File: src/rtl/bru_pkg.sv
package bru_pkg;

    // core data and address width
    localparam int XLEN       = 32;
    localparam int REG_ADDR_W = 5;

    // direct-mapped BTB, index from pc[5:2] and tag from pc[31:6]
    localparam int BTB_ENTRIES = 16;
    localparam int BTB_IDX_W   = 4;
    localparam int BTB_TAG_W   = 26;

    localparam logic [XLEN-1:0] RESET_PC = 32'h1c00_0000;

    // BL always links into r1
    localparam logic [REG_ADDR_W-1:0] LINK_REG = 5'd1;

    // execute-stage branch opcodes as delivered by decode
    typedef enum logic [3:0] {
        OP_NONE = 4'd0,
        OP_JIRL = 4'd3,
        OP_B    = 4'd4,
        OP_BL   = 4'd5,
        OP_BEQ  = 4'd6,
        OP_BNE  = 4'd7,
        OP_BLT  = 4'd8,
        OP_BGE  = 4'd9,
        OP_BLTU = 4'd10,
        OP_BGEU = 4'd11
    } branch_op_e;

    // category kept per BTB entry, decides whether the counter is consulted
    typedef enum logic [1:0] {
        CAT_COND     = 2'd1,  // conditional, follows the counter
        CAT_DIRECT   = 2'd2,  // B and BL
        CAT_INDIRECT = 2'd3   // JIRL, target may move between visits
    } br_category_e;

endpackage

File: src/rtl/branch_unit.sv
`timescale 1ns/1ps

module branch_unit (
    input  logic                                 br_en_in,
    input  logic              [bru_pkg::XLEN-1:0] pc,
    input  logic              [bru_pkg::XLEN-1:0] pc_next,
    input  bru_pkg::branch_op_e                   branch_op,
    input  logic        [bru_pkg::REG_ADDR_W-1:0] br_rd_addr_in,
    input  logic              [bru_pkg::XLEN-1:0] branch_sr0,
    input  logic              [bru_pkg::XLEN-1:0] branch_sr1,
    input  logic              [bru_pkg::XLEN-1:0] branch_imm,

    output logic              [bru_pkg::XLEN-1:0] br_rd_data,
    output logic        [bru_pkg::REG_ADDR_W-1:0] br_rd_addr_out,
    output logic                                 br_en_out,
    output logic                                 flush,
    output logic              [bru_pkg::XLEN-1:0] branch_addr_calculated,
    output logic              [bru_pkg::XLEN-1:0] ex_pc_tar,
    output logic                                 branch_valid,
    output logic                                 branch_status,
    output bru_pkg::br_category_e                 category
);

    logic [bru_pkg::XLEN-1:0] imm_sh;
    logic [bru_pkg::XLEN-1:0] pc_seq;
    logic                     src_eq;
    logic                     src_lt_s;
    logic                     src_lt_u;

    assign imm_sh = branch_imm << 2;  // offsets are word granular
    assign pc_seq = pc + 32'd4;

    // one comparator set shared by all six conditional ops
    assign src_eq   = (branch_sr0 == branch_sr1);
    assign src_lt_s = ($signed(branch_sr0) < $signed(branch_sr1));
    assign src_lt_u = (branch_sr0 < branch_sr1);

    always_comb begin
        case (branch_op)
            bru_pkg::OP_JIRL,
            bru_pkg::OP_B,
            bru_pkg::OP_BL:   branch_status = 1'b1;
            bru_pkg::OP_BEQ:  branch_status = src_eq;
            bru_pkg::OP_BNE:  branch_status = !src_eq;
            bru_pkg::OP_BLT:  branch_status = src_lt_s;
            bru_pkg::OP_BGE:  branch_status = !src_lt_s;
            bru_pkg::OP_BLTU: branch_status = src_lt_u;
            bru_pkg::OP_BGEU: branch_status = !src_lt_u;
            default:          branch_status = 1'b0;
        endcase
    end

    // JIRL is register relative, everything else is pc relative
    assign ex_pc_tar = (branch_op == bru_pkg::OP_JIRL) ? branch_sr0 + imm_sh : pc + imm_sh;

    assign branch_addr_calculated = branch_status ? ex_pc_tar : pc_seq;

    // decode carried pc_next from the fetch prediction, any mismatch is a mispredict
    assign flush        = br_en_in && (branch_addr_calculated != pc_next);
    assign branch_valid = br_en_in;

    always_comb begin
        case (branch_op)
            bru_pkg::OP_JIRL: category = bru_pkg::CAT_INDIRECT;
            bru_pkg::OP_B,
            bru_pkg::OP_BL:   category = bru_pkg::CAT_DIRECT;
            default:          category = bru_pkg::CAT_COND;
        endcase
    end

    // link write-back, only JIRL and BL name a destination
    always_comb begin
        br_rd_addr_out = '0;
        if (br_en_in) begin
            if (branch_op == bru_pkg::OP_JIRL) begin
                br_rd_addr_out = br_rd_addr_in;
            end else if (branch_op == bru_pkg::OP_BL) begin
                br_rd_addr_out = bru_pkg::LINK_REG;
            end
        end
    end

    assign br_en_out  = br_en_in;
    assign br_rd_data = br_en_in ? pc_seq : '0;  // a zero destination discards it

endmodule

File: src/rtl/btb.sv
`timescale 1ns/1ps

module btb (
    input  logic                                 clk,
    input  logic                                 arst_n,

    // lookup side, driven by the fetch PC register
    input  logic              [bru_pkg::XLEN-1:0] fetch_pc,
    output logic              [bru_pkg::XLEN-1:0] pred_pc,

    // update side, from the execute-stage branch unit
    input  logic                                 upd_en,
    input  logic              [bru_pkg::XLEN-1:0] upd_pc,
    input  logic              [bru_pkg::XLEN-1:0] upd_target,
    input  logic                                 upd_taken,
    input  bru_pkg::br_category_e                 upd_category
);

    localparam int IDX_LO = 2;
    localparam int IDX_HI = IDX_LO + bru_pkg::BTB_IDX_W - 1;
    localparam int TAG_LO = IDX_HI + 1;

    logic [bru_pkg::BTB_ENTRIES-1:0] entry_valid;
    logic [bru_pkg::BTB_TAG_W-1:0]   entry_tag    [bru_pkg::BTB_ENTRIES];
    logic [bru_pkg::XLEN-1:0]        entry_target [bru_pkg::BTB_ENTRIES];
    bru_pkg::br_category_e           entry_cat    [bru_pkg::BTB_ENTRIES];
    logic [1:0]                      entry_ctr    [bru_pkg::BTB_ENTRIES];

    logic [bru_pkg::BTB_IDX_W-1:0] rd_idx;
    logic [bru_pkg::BTB_TAG_W-1:0] rd_tag;
    logic                          rd_hit;
    logic                          rd_use_target;

    logic [bru_pkg::BTB_IDX_W-1:0] wr_idx;
    logic [bru_pkg::BTB_TAG_W-1:0] wr_tag;
    logic                          wr_hit;
    logic [1:0]                    wr_ctr_old;
    logic [1:0]                    wr_ctr_new;

    assign rd_idx = fetch_pc[IDX_HI:IDX_LO];
    assign rd_tag = fetch_pc[bru_pkg::XLEN-1:TAG_LO];

    assign rd_hit = entry_valid[rd_idx] && (entry_tag[rd_idx] == rd_tag);

    // unconditional kinds always jump, conditional ones need a taken-leaning counter
    assign rd_use_target = rd_hit &&
                           ((entry_cat[rd_idx] != bru_pkg::CAT_COND) || entry_ctr[rd_idx][1]);

    assign pred_pc = rd_use_target ? entry_target[rd_idx] : fetch_pc + 32'd4;

    assign wr_idx     = upd_pc[IDX_HI:IDX_LO];
    assign wr_tag     = upd_pc[bru_pkg::XLEN-1:TAG_LO];
    assign wr_hit     = entry_valid[wr_idx] && (entry_tag[wr_idx] == wr_tag);
    assign wr_ctr_old = entry_ctr[wr_idx];

    always_comb begin
        if (!wr_hit) begin
            // fresh entry starts weakly biased toward the first outcome
            wr_ctr_new = upd_taken ? 2'd2 : 2'd1;
        end else if (upd_taken) begin
            wr_ctr_new = (wr_ctr_old == 2'd3) ? 2'd3 : wr_ctr_old + 2'd1;
        end else begin
            wr_ctr_new = (wr_ctr_old == 2'd0) ? 2'd0 : wr_ctr_old - 2'd1;
        end
    end

    always_ff @(posedge clk or negedge arst_n) begin
        if (!arst_n) begin
            entry_valid <= '0;
        end else if (upd_en) begin
            entry_valid[wr_idx] <= 1'b1;
        end
    end

    // a conflicting branch simply evicts the old one
    always_ff @(posedge clk) begin
        if (upd_en) begin
            entry_tag[wr_idx]    <= wr_tag;
            entry_target[wr_idx] <= upd_target;
            entry_cat[wr_idx]    <= upd_category;
            entry_ctr[wr_idx]    <= wr_ctr_new;
        end
    end

endmodule

File: src/rtl/fetch_pc_gen.sv
`timescale 1ns/1ps

module fetch_pc_gen (
    input  logic                     clk,
    input  logic                     arst_n,
    input  logic                     fetch_stall,
    input  logic                     flush,
    input  logic [bru_pkg::XLEN-1:0] redirect_pc,  // resolved address from execute
    input  logic [bru_pkg::XLEN-1:0] pred_pc,      // BTB prediction for the current PC
    output logic [bru_pkg::XLEN-1:0] fetch_pc
);

    logic [bru_pkg::XLEN-1:0] pc_d;
    logic                     pc_load;

    // a redirect must land even when the front end is frozen
    always_comb begin
        if (flush) begin
            pc_d    = redirect_pc;
            pc_load = 1'b1;
        end else if (fetch_stall) begin
            pc_d    = fetch_pc;
            pc_load = 1'b0;
        end else begin
            pc_d    = pred_pc;
            pc_load = 1'b1;
        end
    end

    always_ff @(posedge clk or negedge arst_n) begin
        if (!arst_n) begin
            fetch_pc <= bru_pkg::RESET_PC;
        end else if (pc_load) begin
            fetch_pc <= pc_d;
        end
    end

endmodule

File: src/rtl/branch_ex_top.sv
`timescale 1ns/1ps

module branch_ex_top (
    input  logic                                 clk,
    input  logic                                 arst_n,

    input  logic                                 fetch_stall,
    output logic              [bru_pkg::XLEN-1:0] fetch_pc,
    output logic              [bru_pkg::XLEN-1:0] fetch_pc_pred,

    // execute-stage fields of the instruction being resolved
    input  logic                                 ex_valid,
    input  logic              [bru_pkg::XLEN-1:0] ex_pc,
    input  logic              [bru_pkg::XLEN-1:0] ex_pc_next,
    input  bru_pkg::branch_op_e                   ex_op,
    input  logic        [bru_pkg::REG_ADDR_W-1:0] ex_rd_addr,
    input  logic              [bru_pkg::XLEN-1:0] ex_sr0,
    input  logic              [bru_pkg::XLEN-1:0] ex_sr1,
    input  logic              [bru_pkg::XLEN-1:0] ex_imm,

    output logic                                 flush,
    output logic        [bru_pkg::REG_ADDR_W-1:0] br_rd_addr,
    output logic              [bru_pkg::XLEN-1:0] br_rd_data,
    output logic                                 br_rd_en,
    output logic                                 branch_taken,
    output logic              [bru_pkg::XLEN-1:0] branch_target
);

    logic [bru_pkg::XLEN-1:0] branch_addr_calculated;
    logic [bru_pkg::XLEN-1:0] ex_pc_tar;
    logic                     branch_status;
    logic                     branch_valid;
    bru_pkg::br_category_e    category;

    assign branch_target = branch_addr_calculated;
    assign branch_taken  = branch_status;

    branch_unit u_branch_unit (
        .br_en_in               (ex_valid),
        .pc                     (ex_pc),
        .pc_next                (ex_pc_next),
        .branch_op              (ex_op),
        .br_rd_addr_in          (ex_rd_addr),
        .branch_sr0             (ex_sr0),
        .branch_sr1             (ex_sr1),
        .branch_imm             (ex_imm),
        .br_rd_data             (br_rd_data),
        .br_rd_addr_out         (br_rd_addr),
        .br_en_out              (br_rd_en),
        .flush                  (flush),
        .branch_addr_calculated (branch_addr_calculated),
        .ex_pc_tar              (ex_pc_tar),
        .branch_valid           (branch_valid),
        .branch_status          (branch_status),
        .category               (category)
    );

    // trained with the raw target so not-taken conditionals still remember it
    btb u_btb (
        .clk          (clk),
        .arst_n       (arst_n),
        .fetch_pc     (fetch_pc),
        .pred_pc      (fetch_pc_pred),
        .upd_en       (branch_valid),
        .upd_pc       (ex_pc),
        .upd_target   (ex_pc_tar),
        .upd_taken    (branch_status),
        .upd_category (category)
    );

    fetch_pc_gen u_fetch_pc_gen (
        .clk         (clk),
        .arst_n      (arst_n),
        .fetch_stall (fetch_stall),
        .flush       (flush),
        .redirect_pc (branch_addr_calculated),
        .pred_pc     (fetch_pc_pred),
        .fetch_pc    (fetch_pc)
    );

endmodule

File: config.mk
export PLATFORM = sky130hd
export DESIGN_NAME = branch_ex_top
export DESIGN_NICKNAME = d
export VERILOG_FILES = /design/src/rtl/bru_pkg.sv /design/src/rtl/branch_unit.sv /design/src/rtl/btb.sv /design/src/rtl/fetch_pc_gen.sv /design/src/rtl/branch_ex_top.sv
export SDC_FILE = /design/constraint.sdc
export NUM_CORES = 2
export LEC_CHECK = 0
export BUFFER_PORTS_ARGS = -buffer_cell sky130_fd_sc_hd__buf_2
export CORE_UTILIZATION = 35
export CTS_BUF_LIST = sky130_fd_sc_hd__clkbuf_8 sky130_fd_sc_hd__clkbuf_16
export DETAILED_ROUTE_END_ITERATION = 8
export GPL_ROUTABILITY_DRIVEN = 0
export GPL_TIMING_DRIVEN = 0
export MAX_ROUTING_LAYER = met4
export REMOVE_ABC_BUFFERS = 1
export SYNTH_ARGS = -nofsm -noshare
export SYNTH_HDL_FRONTEND = slang
export SYNTH_HIERARCHICAL = 1
export SYNTH_SLANG_ARGS = --single-unit
File: constraint.sdc
create_clock -name clk -period 9.7 [get_ports clk]
set_clock_uncertainty 0.05 [all_clocks]
set_input_delay 1.455 -clock clk [delete_from_list [all_inputs] [get_ports clk]]
set_output_delay 1.455 -clock clk [all_outputs]
set_load 0.01 [all_outputs]
==> flow_metrics.py <==
metrics = {
    "grt": {
        "use_met3_pct": 4.71,
        "antenna_found_initial": 32,
        "grt_usage_pct": 24.5,
        "grt_pass1_vias": 30900,
        "grt_pass1_wl_um": 243000,
        "met1_usage_pct": 34.0,
        "grt_max_degree": 78,
        "groute.layer.met2.usage_pct": 36.5,
        "grt_overflow_total": 0,
        "top_usage_layer": "met2",
    },
    "pwr": {
        "power_density_nw_per_um2": 207,
        "swShare_pct": 28.4,
        "combinationalPowerShare_pct": 20.5,
        "p_leak_nw": 20.1,
        "seq_power_share_pct": 44.2,
        "power_mw": 12.2,
        "clkPwrFrac_pct": 35.2,
        "p_sw_mw": 3.48,
        "ir_drop_mv": 0.145,
        "power.internal_mw": 8.75,
    },
    "logic_synthesis": {
        "yosys.area.top_type": "edfxtp_1",
        "synthesis.area_um2": 50200,
        "netlist_instances": 2983,
        "ys_seq_elements": 1040,
        "synth_common_cells": "992 x edfxtp_1, 373 x mux4_2, 160 x nand2_1",
        "syn_avg_cell_area_um2": 16.8,
        "synth_top_area_share_pct": 59.3,
        "synth.most_common_cell": "edfxtp_1",
        "ys.warnings.count": 6,
        "synthDistinctLibCells": 88,
        "synthTopCellsByArea": "edfxtp_1 59%, mux4_2 17%, dfrtp_1 2.2%, mux2i_1 2.1%, xnor2_1 1.8%",
        "synth-seq-area-share_pct": 61.7,
        "ys.flop_type": "edfxtp_1",
        "synth_edf_count": 992,
        "async_reset_ff_share_pct": 4.62,
    },
    "floorplanning": {
        "initial_utilization_pct": 35.4,
        "die_h_um": 381,
        "rows": 138,
        "die_area_um2": 145000,
        "io_pins": 309,
        "dieWidth_um": 381,
        "core_area_um2": 142000,
    },
    "timing": {
        "final_hold_viol_count": 0,
        "final_max_slew_viol_count": 0,
        "period_share_pct": 96.8,
        "period_needed_ns": 9.39,
        "rsz0062_at_grt": "false",
        "setup_viol_count_final": 0,
        "tightest_slew_ns": 1.41,
        "setup_slack_ns": 0.312,
        "fin_setup_tns_ns": 0,
        "fmax_mhz": 107,
        "relSlewSlack_pct": 5.59,
    },
    "setup_path": {
        "cp-start-kind": "input pin",
        "cp.required_ns": 8.20,
        "critPathMaxFanout": 18,
        "crit_type": "input pin to output pin",
        "crit_arrival_ns": 7.88,
        "end_kind": "output pin",
        "cp_cell_sequence": "buf_2, nand2_1, nor3_4, buf_6, buf_6, mux2_2, ha_1, fa_1, a21o_1, a221oi_1, o21bai_1, a31o_2, a31oi_1, o21ai_0, a21oi_1, xnor2_2, xor2_1, o22ai_1, a41oi_4, buf_16, buf_2",
        "worst_path_largest_cell_delay_ns": 0.55,
        "slowest_stage": "nor3_4",
    },
    "cts": {
        "clkTransAtPathRegs_ns": 0.06,
        "htree_levels": 3,
        "root_buffer": "clkbuf_16",
        "cts_buffer_depth": 3,
        "cts_tree": "yes",
        "clk_latency_ns": 0.71,
        "cts_hold_buf": 0,
        "cts_buffers": 109,
        "tritoncts_num_sinks": 1040,
    },
    "detailed_routing": {
        "route.vias.total": 32100,
        "ant_nets": 0,
        "drt_wl_total_um": 176000,
        "route.detailed.drc": 0,
        "drtPass1Iterations": 6,
        "viasPerCell": 6.03,
        "drt_iter0_markers": 4515,
        "wire_per_inst_um": 33.0,
    },
    "placed_design": {
        "dp_slack_ns": -1.12,
        "dpl_cell_area_um2": 55300,
        "dp_cells": 5102,
        "place_hpwl_um": 123000,
        "numPortBuffers": 306,
    },
    "job": {
        "maxCapViolations": 0,
    },
    "cells_and_area": {
        "final_nets": 3561,
        "final_area_um2": 59200,
        "fill_cells": 12700,
        "area_growth_syn_to_layout_pct": 17.8,
        "drive_above_1_share_pct": 32.5,
        "finalNonFillerCells": 5323,
    },
    "hold_path": {
        "worstHoldPathType": "flip-flop to flip-flop",
    },
    "outcome": {
        "status": "complete, no violations",
    },
}
==> cells in the final DEF, fill, tap and decap left out, types with 15 or more instances in the layout <==
master / synthesis / layout
o21ai_1: 29 / 31
nand4_1: 19 / 19
a21oi_1: 53 / 52
o21ai_0: 73 / 71
inv_1: 92 / 112
clkbuf_16: 0 / 110
xnor2_1: 102 / 92
and3_1: 27 / 27
mux2_4: 30 / 30
buf_12: 3 / 42
nor2_1: 103 / 87
diode_2: 0 / 17
mux2_2: 68 / 68
nand3_1: 58 / 58
ha_1: 63 / 63
mux4_2: 373 / 373
a22oi_1: 15 / 15
a211oi_1: 21 / 21
dfrtp_1: 45 / 41
clkinv_1: 0 / 20
nand2b_1: 18 / 18
mux2i_1: 103 / 103
o22ai_1: 29 / 29
edfxtp_1: 992 / 992
buf_2: 49 / 301
nor3_1: 20 / 19
or2_2: 20 / 20
nand2_1: 160 / 160
buf_16: 0 / 33
bufinv_16: 0 / 16
nor2_4: 0 / 16
nor2b_1: 23 / 23
a31oi_1: 18 / 17
xor2_1: 54 / 51
==> path summary, 6_finish.rpt <==
| check | from | slack [ns] | to | cells past startpoint |
|---|---|---|---|---|
| min reg2reg | u_btb/entry_valid[9] | 0.44 | u_btb/entry_valid[9] | 2 |
| max | ex_op[1] | 0.31 | flush | 21 |
| min | u_btb/entry_valid[9] | 0.44 | u_btb/entry_valid[9] | 2 |
| max in group asynchronous | arst_n | 8.41 | u_fetch_pc_gen/fetch_pc[28] | 2 |
| min in group asynchronous | arst_n | 0.56 | u_fetch_pc_gen/fetch_pc[2] | 1 |
| max reg2reg | u_fetch_pc_gen/fetch_pc[2] | 3.65 | u_fetch_pc_gen/fetch_pc[10] | 14 |
==> worst max-delay path: cells and delay by family <==
kind | cells | cell delay (ns)
mux | 1 | 0.35
compound gates | 9 | 3.13
simple gates | 2 | 0.66
xor+xnor | 2 | 0.70
buf+inv | 5 | 0.93
fa+ha+maj | 2 | 0.63
==> final cells by class <==
| type | count | area [µm²] | share of cell area, % |
|---|---|---|---|
| Sequential cell | 1040 | 31000 | 52.4 |
| Clock buffer | 110 | 2750 | 4.65 |
| Antenna cell | 17 | 42.5 | 0.0719 |
| Tap cell | 1890 | 2360 | 4.00 |
| Multi-Input combinational cell | 1688 | 18300 | 31.0 |
| Clock inverter | 93 | 921 | 1.56 |
| Inverter | 93 | 349 | 0.590 |
| Timing Repair Buffer | 392 | 3410 | 5.76 |
==> registers in the layout (all words and copies together) (netlist names) <==
signal                   cells
u_btb/entry_cat             32
u_fetch_pc_gen/fetch_pc     32
u_btb/entry_tag            416
u_btb/entry_valid           16
u_btb/entry_target         512
u_btb/entry_ctr             32
==> kinds of logic after synthesis <==
group                      synth area share [%]
AOI/OAI and AO/OA                          5.14
xor gates and xnor gates                   2.81
adders and majority gates                  1.61
buffers and inverters                      2.51
DFF                                        61.7
muxes                                      21.2
and+or+nand+nor                            5.05
==> metrics by stage <==
| step | utilization (%) | hold slack (ns) |
|---|---|---|
| final | 41.7 | 0.443 |
| after global routing | 41.7 | 0.467 |
| after CTS | 41.6 | 0.440 |
| after detailed placement | 39.0 | 0.426 |
| after global placement | 37.5 | 0.419 |
| after floorplan | - | 0.389 |
==> per-layer routing <==
layer,routed length (µm),vias up
met4,5350,0
met1,71500,17000
met5,0,-
li1,-,12900
met2,80200,1917
met3,18600,277
==> power groups by stage <==
stage | Combinational, mW | Clock, mW | Sequential (mW)
floorplan | 1.62 | 0 | 5.54
global placement | 2.66 | 0 | 5.76
detailed placement | 2.47 | 0 | 5.51
CTS | 2.49 | 4.36 | 5.41
global route | 2.63 | 4.51 | 5.43
finish | 2.51 | 4.31 | 5.41
==> what timing repair did <==
action                     4_1_cts  5_1_grt
pin swaps                        0        1
setup buffers                    0        1
cloned                           0        0
resized for setup               14        3
setup endpoints to repair        1        1
No activity file was read; power rests on OpenSTA's default activity.
